## src/spectrum_mem_pkg.sv

```systemverilog
/*
 * Memory map and paging definitions
 * Machine enum, address tags, 7FFD/1FFD register layouts,
 * paging state and external memory request
 */

package spectrum_mem_pkg;

	typedef enum logic [1:0] {
		MACH_ZX48  = 2'd0,
		MACH_ZX128 = 2'd1,
		MACH_PLUS3 = 2'd2
	} machine_e;

	typedef logic [24:0] mem_addr_t;

	// ==================================================
	// Memory map
	// ==================================================

	// ROM pages sit above the RAM banks in external memory
	localparam logic [2:0] ROM_BASE_TAG = 3'b101;
	localparam logic [3:0] RAM_BASE_TAG = 4'b0000;

	// Fixed banks at 4000 and 8000
	localparam logic [2:0] BANK_SLOT1 = 3'd5;
	localparam logic [2:0] BANK_SLOT2 = 3'd2;

	// ==================================================
	// Paging registers
	// ==================================================

	typedef struct packed {
		logic [1:0] spare;
		logic       lock;
		logic       rom_lo;
		logic       screen;
		logic [2:0] bank;
	} page_7ffd_t;

	// 1FFD in normal paging mode
	typedef struct packed {
		logic [3:0] spare;
		logic       motor;
		logic       rom_hi;
		logic       unused;
		logic       special;
	} plus3_norm_t;

	// 1FFD in all-RAM mode, cfg picks one of four bank tables
	typedef struct packed {
		logic [4:0] spare;
		logic [1:0] cfg;
		logic       special;
	} plus3_spec_t;

	typedef union packed {
		plus3_norm_t norm;
		plus3_spec_t spec;
	} plus3_page_u;

	typedef struct packed {
		machine_e    machine;
		page_7ffd_t  p7ffd;
		plus3_page_u p1ffd;
	} page_state_t;

	typedef struct packed {
		mem_addr_t  addr;
		logic [7:0] din;
		logic       rd;
		logic       we;
	} mem_req_t;

endpackage

```

## src/spectrum_bus_pkg.sv

```systemverilog
/*
 * CPU bus definitions for the Spectrum paging core
 * Bus struct, joystick types, I/O port decode constants
 */

package spectrum_bus_pkg;

	// CPU bus as seen by the core, all strobes active high
	typedef struct packed {
		logic [15:0] addr;
		logic [7:0]  dout;
		logic        mreq;
		logic        iorq;
		logic        rd;
		logic        wr;
		logic        m1;
	} cpu_bus_t;

	// Bit order matches the Kempston port layout
	typedef struct packed {
		logic fire2;
		logic fire1;
		logic up;
		logic down;
		logic left;
		logic right;
	} joy_t;

	typedef enum logic [1:0] {
		JOY_KEMPSTON  = 2'd0,
		JOY_SINCLAIR1 = 2'd1,
		JOY_SINCLAIR2 = 2'd2,
		JOY_NONE      = 2'd3
	} joy_mode_e;

	// ==================================================
	// Port decode
	// ==================================================

	// Kempston answers on any port with A5..A0 = 1F
	localparam logic [5:0] PORT_KEMPSTON_LO = 6'h1F;

endpackage
```

## src/zx_mem_top.sv

```systemverilog
/*
 * Spectrum paging and I/O core, top level
 */

`timescale 1ns/100ps

module zx_mem_top
	import spectrum_bus_pkg::*, spectrum_mem_pkg::*;
(
	input  logic       clk_sys,
	input  logic       reset,
	input  machine_e   machine,
	input  cpu_bus_t   bus,
	input  logic [7:0] ram_dout,
	input  logic [4:0] key_data,
	input  logic       tape_in,
	input  joy_t       joy0,
	input  joy_t       joy1,
	input  joy_mode_e  joy_mode,
	output mem_req_t   mem,
	output logic [7:0] cpu_din,
	output logic [2:0] border,
	output logic       ear,
	output logic       mic
);

	page_state_t page_state;
	logic [4:0]  kbd_row;
	logic [7:0]  kempston_byte;

	page_registers u_page_registers (
		.clk_sys    (clk_sys),
		.reset      (reset),
		.machine    (machine),
		.bus        (bus),
		.page_state (page_state)
	);

	address_mapper u_address_mapper (
		.bus        (bus),
		.page_state (page_state),
		.mem        (mem)
	);

	joystick_mapper u_joystick_mapper (
		.clk_sys       (clk_sys),
		.bus           (bus),
		.key_data      (key_data),
		.joy0          (joy0),
		.joy1          (joy1),
		.joy_mode      (joy_mode),
		.kbd_row       (kbd_row),
		.kempston_byte (kempston_byte)
	);

	io_ports u_io_ports (
		.clk_sys       (clk_sys),
		.reset         (reset),
		.bus           (bus),
		.ram_dout      (ram_dout),
		.kbd_row       (kbd_row),
		.kempston_byte (kempston_byte),
		.tape_in       (tape_in),
		.cpu_din       (cpu_din),
		.border        (border),
		.ear           (ear),
		.mic           (mic)
	);

endmodule

```

## src/io_ports.sv

```systemverilog
/*
 * ULA port and CPU read data
 * Border/EAR/MIC latch, read mux for memory, Kempston and port FE
 */

`timescale 1ns/100ps

module io_ports
	import spectrum_bus_pkg::*;
(
	input  logic       clk_sys,
	input  logic       reset,
	input  cpu_bus_t   bus,
	input  logic [7:0] ram_dout,
	input  logic [4:0] kbd_row,
	input  logic [7:0] kempston_byte,
	input  logic       tape_in,
	output logic [7:0] cpu_din,
	output logic [2:0] border,
	output logic       ear,
	output logic       mic
);

	logic io_wr;
	logic io_wr_d;
	logic io_rd;
	logic kempston_sel;

	assign io_wr = bus.iorq & bus.wr & ~bus.m1;
	assign io_rd = bus.iorq & bus.rd & ~bus.m1;

	assign kempston_sel = (bus.addr[5:0] == PORT_KEMPSTON_LO);

	// ==================================================
	// ULA port, any even address
	// ==================================================

	always_ff @(posedge clk_sys) begin
		if (reset) begin
			io_wr_d <= 1'b0;
			border  <= 3'd0;
			ear     <= 1'b0;
			mic     <= 1'b0;
		end else begin
			io_wr_d <= io_wr;
			if (io_wr && !io_wr_d && !bus.addr[0]) begin
				border <= bus.dout[2:0];
				ear    <= bus.dout[4];
				mic    <= bus.dout[3];
			end
		end
	end

	// ==================================================
	// CPU read data
	// ==================================================

	always_comb begin
		if (bus.mreq) begin
			cpu_din = ram_dout;
		end else if (io_rd && kempston_sel) begin
			cpu_din = kempston_byte;
		end else if (io_rd && !bus.addr[0]) begin
			cpu_din = {1'b1, tape_in, 1'b1, kbd_row};
		end else begin
			// Floating bus reads as all ones
			cpu_din = 8'hFF;
		end
	end

endmodule

```

## src/joystick_mapper.sv

```systemverilog
/*
 * Joystick mapping
 * Kempston port byte and Sinclair 1/2 masking of keyboard rows
 */

`timescale 1ns/100ps

module joystick_mapper
	import spectrum_bus_pkg::*;
(
	input  logic       clk_sys,
	input  cpu_bus_t   bus,
	input  logic [4:0] key_data,
	input  joy_t       joy0,
	input  joy_t       joy1,
	input  joy_mode_e  joy_mode,
	output logic [4:0] kbd_row,
	output logic [7:0] kempston_byte
);

	logic [5:0] joy_any;
	logic [4:0] sinclair1;
	logic [4:0] sinclair2;
	logic [4:0] joy_mask;

	assign joy_any = joy0 | joy1;

	// Sinclair 1 on keys 6..0, row selected by A12 low
	assign sinclair1 = (joy_mode == JOY_SINCLAIR1) ?
		{joy0.left, joy0.right, joy0.down, joy0.up, joy0.fire1} : 5'b00000;

	// Sinclair 2 on keys 1..5, row selected by A11 low
	assign sinclair2 = (joy_mode == JOY_SINCLAIR2) ?
		{joy1.fire1, joy1.up, joy1.down, joy1.right, joy1.left} : 5'b00000;

	// Key lines are active low, a pressed direction pulls the bit down
	assign joy_mask = ({5{bus.addr[12]}} | ~sinclair1) & ({5{bus.addr[11]}} | ~sinclair2);

	always_ff @(posedge clk_sys) begin
		kbd_row       <= key_data & joy_mask;
		kempston_byte <= (joy_mode == JOY_KEMPSTON) ? {2'b00, joy_any} : 8'h00;
	end

endmodule

```

## src/address_mapper.sv

```systemverilog
/*
 * CPU address to external memory mapping
 * ROM page select, RAM bank select, +3 all-RAM modes, ROM write protect
 */

`timescale 1ns/100ps

module address_mapper
	import spectrum_bus_pkg::*, spectrum_mem_pkg::*;
(
	input  cpu_bus_t    bus,
	input  page_state_t page_state,
	output mem_req_t    mem
);

	logic       is_plus3;
	logic       is_zx48;
	logic       special;
	logic [1:0] slot;
	logic [3:0] rom_page;
	logic [2:0] bank;
	logic       rom_sel;

	assign is_plus3 = (page_state.machine == MACH_PLUS3);
	assign is_zx48  = (page_state.machine == MACH_ZX48);
	assign special  = page_state.p1ffd.spec.special;
	assign slot     = bus.addr[15:14];

	// 128 editor/BASIC pair at 6/7, 48K BASIC at 15, +3 at 8..11
	assign rom_page = is_plus3 ?
		{1'b1, 1'b0, page_state.p1ffd.norm.rom_hi, page_state.p7ffd.rom_lo} :
		{is_zx48, 1'b1, 1'b1, is_zx48 | page_state.p7ffd.rom_lo};

	always_comb begin
		rom_sel = 1'b0;
		bank    = page_state.p7ffd.bank;
		if (special) begin
			// All-RAM tables {0,1,2,3} {4,5,6,7} {4,5,6,3} {4,7,6,3}
			case (page_state.p1ffd.spec.cfg)
				2'd0: bank = {1'b0, slot};
				2'd1: bank = {1'b1, slot};
				2'd2: bank = (slot == 2'd3) ? 3'd3 : {1'b1, slot};
				default: begin
					case (slot)
						2'd0: bank = 3'd4;
						2'd1: bank = 3'd7;
						2'd2: bank = 3'd6;
						default: bank = 3'd3;
					endcase
				end
			endcase
		end else begin
			case (slot)
				2'd0: rom_sel = 1'b1;
				2'd1: bank = BANK_SLOT1;
				2'd2: bank = BANK_SLOT2;
				default: bank = page_state.p7ffd.bank;
			endcase
		end
	end

	// ==================================================
	// Memory request
	// ==================================================

	assign mem.addr = rom_sel ?
		{4'b0000, ROM_BASE_TAG, rom_page, bus.addr[13:0]} :
		{4'b0000, RAM_BASE_TAG, bank, bus.addr[13:0]};

	assign mem.din = bus.dout;
	assign mem.rd  = bus.mreq & bus.rd;

	// Slot 0 is ROM unless all-RAM mode is on
	assign mem.we = bus.mreq & bus.wr & (special | (slot != 2'd0));

endmodule

```

## src/page_registers.sv

```systemverilog
/*
 * 128K and +3 paging registers
 * Machine type latch, 7FFD and 1FFD with paging lock
 */

`timescale 1ns/100ps

module page_registers
	import spectrum_bus_pkg::*, spectrum_mem_pkg::*;
(
	input  logic        clk_sys,
	input  logic        reset,
	input  machine_e    machine,
	input  cpu_bus_t    bus,
	output page_state_t page_state
);

	machine_e    machine_q;
	page_7ffd_t  p7ffd_q;
	plus3_page_u p1ffd_q;

	logic io_wr;
	logic io_wr_d;
	logic io_wr_edge;
	logic is_plus3;
	logic locked;
	logic sel_7ffd;
	logic sel_1ffd;

	// Write level, acted on at its rising edge only
	assign io_wr      = bus.iorq & bus.wr & ~bus.m1;
	assign io_wr_edge = io_wr & ~io_wr_d;

	assign is_plus3 = (machine_q == MACH_PLUS3);

	// 48K has no paging at all
	assign locked = (machine_q == MACH_ZX48) | p7ffd_q.lock;

	// +3 decodes A14 too, so 1FFD does not alias onto 7FFD
	assign sel_7ffd = ~bus.addr[15] & ~bus.addr[1] & (bus.addr[14] | ~is_plus3);

	assign sel_1ffd = (bus.addr[15:13] == 3'b000) & bus.addr[12] & ~bus.addr[1] & is_plus3;

	always_ff @(posedge clk_sys) begin
		if (reset) begin
			io_wr_d   <= 1'b0;
			machine_q <= machine;
			p7ffd_q   <= '0;
			p1ffd_q   <= '0;
		end else begin
			io_wr_d <= io_wr;
			if (io_wr_edge && !locked) begin
				if (sel_7ffd) begin
					p7ffd_q <= bus.dout;
				end else if (sel_1ffd) begin
					p1ffd_q <= bus.dout;
				end
			end
		end
	end

	assign page_state = '{machine: machine_q, p7ffd: p7ffd_q, p1ffd: p1ffd_q};

endmodule

```

## config.mk

```make
export PLATFORM = sky130hd
export DESIGN_NAME = zx_mem_top
export DESIGN_NICKNAME = d
export VERILOG_FILES = /design/src/spectrum_mem_pkg.sv /design/src/spectrum_bus_pkg.sv /design/src/zx_mem_top.sv /design/src/io_ports.sv /design/src/joystick_mapper.sv /design/src/address_mapper.sv /design/src/page_registers.sv
export SDC_FILE = /design/constraint.sdc
export NUM_CORES = 1
export LEC_CHECK = 0
export ABC_AREA = 1
export BUFFER_PORTS_ARGS = -buffer_cell sky130_fd_sc_hd__buf_2
export CORE_MARGIN = 1
export CORE_UTILIZATION = 30
export CTS_CLUSTER_SIZE = 16
export DETAILED_ROUTE_END_ITERATION = 6
export GPL_TIMING_DRIVEN = 0
export HOLD_SLACK_MARGIN = 0.05
export PLACE_DENSITY = 0.66
export SLEW_MARGIN = 40
export SYNTH_ARGS = -nofsm -noshare
export SYNTH_HDL_FRONTEND = slang
export SYNTH_SLANG_ARGS = --single-unit
export TNS_END_PERCENT = 5
```

## constraint.sdc

```tcl
create_clock -name clk_sys -period 0.9 [get_ports clk_sys]
set_input_delay 0.045 -clock clk_sys [delete_from_list [all_inputs] [get_ports clk_sys]]
set_output_delay 0.045 -clock clk_sys [all_outputs]
set_load 0.03 [all_outputs]
```

==> qor.txt <==
IO Port Bufs: 96
Vias in the first global route: 1862
Fin. Hold Viols: 0
Remaining routing DRC violations: 0
Final std cells w/o fill: 475
Setup WS post-layout: -0.491 ns
Syn Area/Cell: 6.61 µm²
Post-synthesis register bit count: 27
Max-cap viol count: 0
Die X-Extent: 79.6 µm
Total wire length: 4890 µm
Pre-Repair DR Iteration Count: 4
Final Net Count: 469
Clock transition at the registers of the reported paths: 0.09 ns
Crit-path max FO: 3
Worst Path Required: 0.85 ns
Area growth syn-to-layout: 60.0%
Status: complete, but fails checks
Clk buf depth: 2
Num Clock Sinks: 27
I/O pin total: 109
Startpoint of the worst hold path: joy0[0]
Worst vdd ir: 0.000716 V
Total GRT Usage: 0.153
Antenna violations before repair: 0
Post-DP Area: 0.00245 mm²
Largest net degree at the start of global routing: 16
Startpoint types: flip-flop
Static leakage: 1.49 nW
Yosys top cell by area: dfxtp_1
Synth Instances: 273
Failing checks: setup timing
Antenna-violating nets left: 0
Synth top area share: 0.277
Layout cell share with drive strength beyond 1: 0.442
Setup violations, final: 23
CTS buffer count: 3
Crit Path Class: reg2out
WL per Instance: 10.3 µm
Max frequency: 719 MHz
Cell Area, Synth: 0.00181 mm²
H-tree Lvls: 1
Die area: 0.00633 mm²
Grt ovf: 0
Total power: 0.00308 W
Fin. max-slew vios: 0
Period utilisation layout: 1.55
Height of the chip: 79.6 µm
Crit end category: output port
Hold WC Path Type: in2reg
Worst path arrival time: 1.35 ns
Via count: 2006
CTS tree: yes
Standard-cell rows: 27
Drt initial violations: 56
Clk Latency, worst-skew pair: 0.27 ns
CP startpoint: u_page_registers.machine_q[1]$_DFFE_PP_
Cell variety after synth: 28
Vias/cell: 4.22
Final instance area: 0.00289 mm²
FILL cells: 558
Core footprint: 0.00564 mm²
GPL Wtd Cong: 0.769
Commonest non-fill, non-tap cell in the layout: buf_2
Starting Density: 0.320
RSZ-0062 raised after global routing: yes
PD cells: 1070 mW/mm²
Dpl cells: 445
Top cells by area, synth: dfxtp_1 (28%), buf_4 (12%), nand2_1 (11%)
Post-synthesis sequential area ratio: 0.310
Worst reg2reg path startpoint: u_page_registers.machine_q[1]$_DFFE_PP_
Commonest cells after routing, fill and taps aside: buf_2 (83), nand2_1 (47), inv_1 (43)
Post-DP HPWL: 3810 µm
Final min period: 1.39 ns
Root buffer cell: clkbuf_8
Clk_skew: 0.00863 ns
Synth warn: 0
N_diodes: 0
First-pass GRT wire length: 7820 µm
==> cell usage after synthesis, drive strengths merged <==
library cell   n
nand2         53
inv           50
nor2          41
buf           31
dfxtp         25
nand3         16
o21ai         16
a21oi         13
nand4          7
nor3           6
ha             4
edfxtp         2
o31ai          2
or2            2
a31oi          1
a41oi          1
clkbuf         1
conb           1
o211ai         1
==> where the power goes <==
part	total, W	switching [W]	internal, W
logic	0.00112	0.000628	0.000488
registers	0.00128	0.0000269	0.00126
clock network	0.000677	0.000367	0.000310
total	0.00308	0.00102	0.00205
==> worst paths after layout <==
check                                                                     end  slack (ns)  cells after the start
worst min register to register                    u_io_ports.mic$_SDFFE_PP0P_        0.45                      2
worst max-delay path                                                  mem[25]       -0.49                      7
worst max register to register    u_page_registers.page_state[8]$_SDFFE_PP0P_       -0.35                      7
worst min-delay path            u_joystick_mapper.kempston_byte[0]$_SDFF_PP0_        0.06                      3
==> layout make-up <==
| class | count | area [µm²] | area share |
|---|---|---|---|
| flip-flops and latches | 27 | 567 | 0.196 |
| repair buffers | 122 | 815 | 0.282 |
| clock buffers | 3 | 41.3 | 0.0143 |
| well taps | 72 | 90.1 | 0.0312 |
| plain buffers | 32 | 231 | 0.0801 |
| clock inverters | 1 | 5.00 | 0.00173 |
| multi-input cells | 168 | 952 | 0.330 |
| inverters | 50 | 188 | 0.0650 |
==> registers in the layout, summed over array words and instances (netlist names) <==
signal / cells
u_io_ports.ear: 1
u_page_registers.p1ffd_q: 3
u_joystick_mapper.kempston_byte: 6
u_page_registers.io_wr_d: 1
u_page_registers.machine_q: 2
u_io_ports.border: 3
u_joystick_mapper.kbd_row: 5
u_io_ports.mic: 1
u_page_registers.page_state: 5
==> stage by stage <==
stage | setup WS, ns | hold WS, ns | util | setup TNS, ns
3_3_place_gp | -0.452 | 0.224 | 0.435 | -4.85
6_report | -0.491 | 0.0583 | 0.512 | -6.33
5_1_grt | -0.575 | 0.0701 | 0.512 | -8.38
3_5_place_dp | -0.463 | 0.225 | 0.435 | -5.17
4_1_cts | -0.506 | 0.0502 | 0.506 | -6.18
2_1_floorplan | -0.0949 | 0.107 | - | -0.946
==> cells by family after synthesis <==
logic type	share of synthesized area
and+or+nand+nor	0.324
buffers and inverters	0.232
AOI/OAI and AO/OA	0.103
DFF	0.310
adders and majority gates	0.0277
other	0.00208
==> metal layers <==
metal	part of all wire	wire (µm)	vias up	track usage
li1	-	-	1079	-
met1	0.46	2230	863	0.197
met2	0.48	2370	58	0.271
met3	0.049	238	6	0.0114
met4	0.011	55	0	0.0436
met5	0	0	-	0
==> timing repair <==
item / 4_1_cts / 5_1_grt
gates resized for setup: 43 / 14
setup endpoints to repair: 28 / 30
endpoints found under the hold margin: 15 / 0
pin swaps: 6 / 3
hold buffers: 21 / 0
setup buffers: 4 / 1
==> worst max-delay path, cell delays in order (launching register included) <==
cell	delay (ns)
edfxtp_1	0.43
buf_6	0.15
nand2_2	0.08
nor2_4	0.04
nand2_1	0.06
nand2_2	0.06
a21oi_4	0.11
buf_6	0.14
Note: power is estimated with default switching activity, not from simulation.
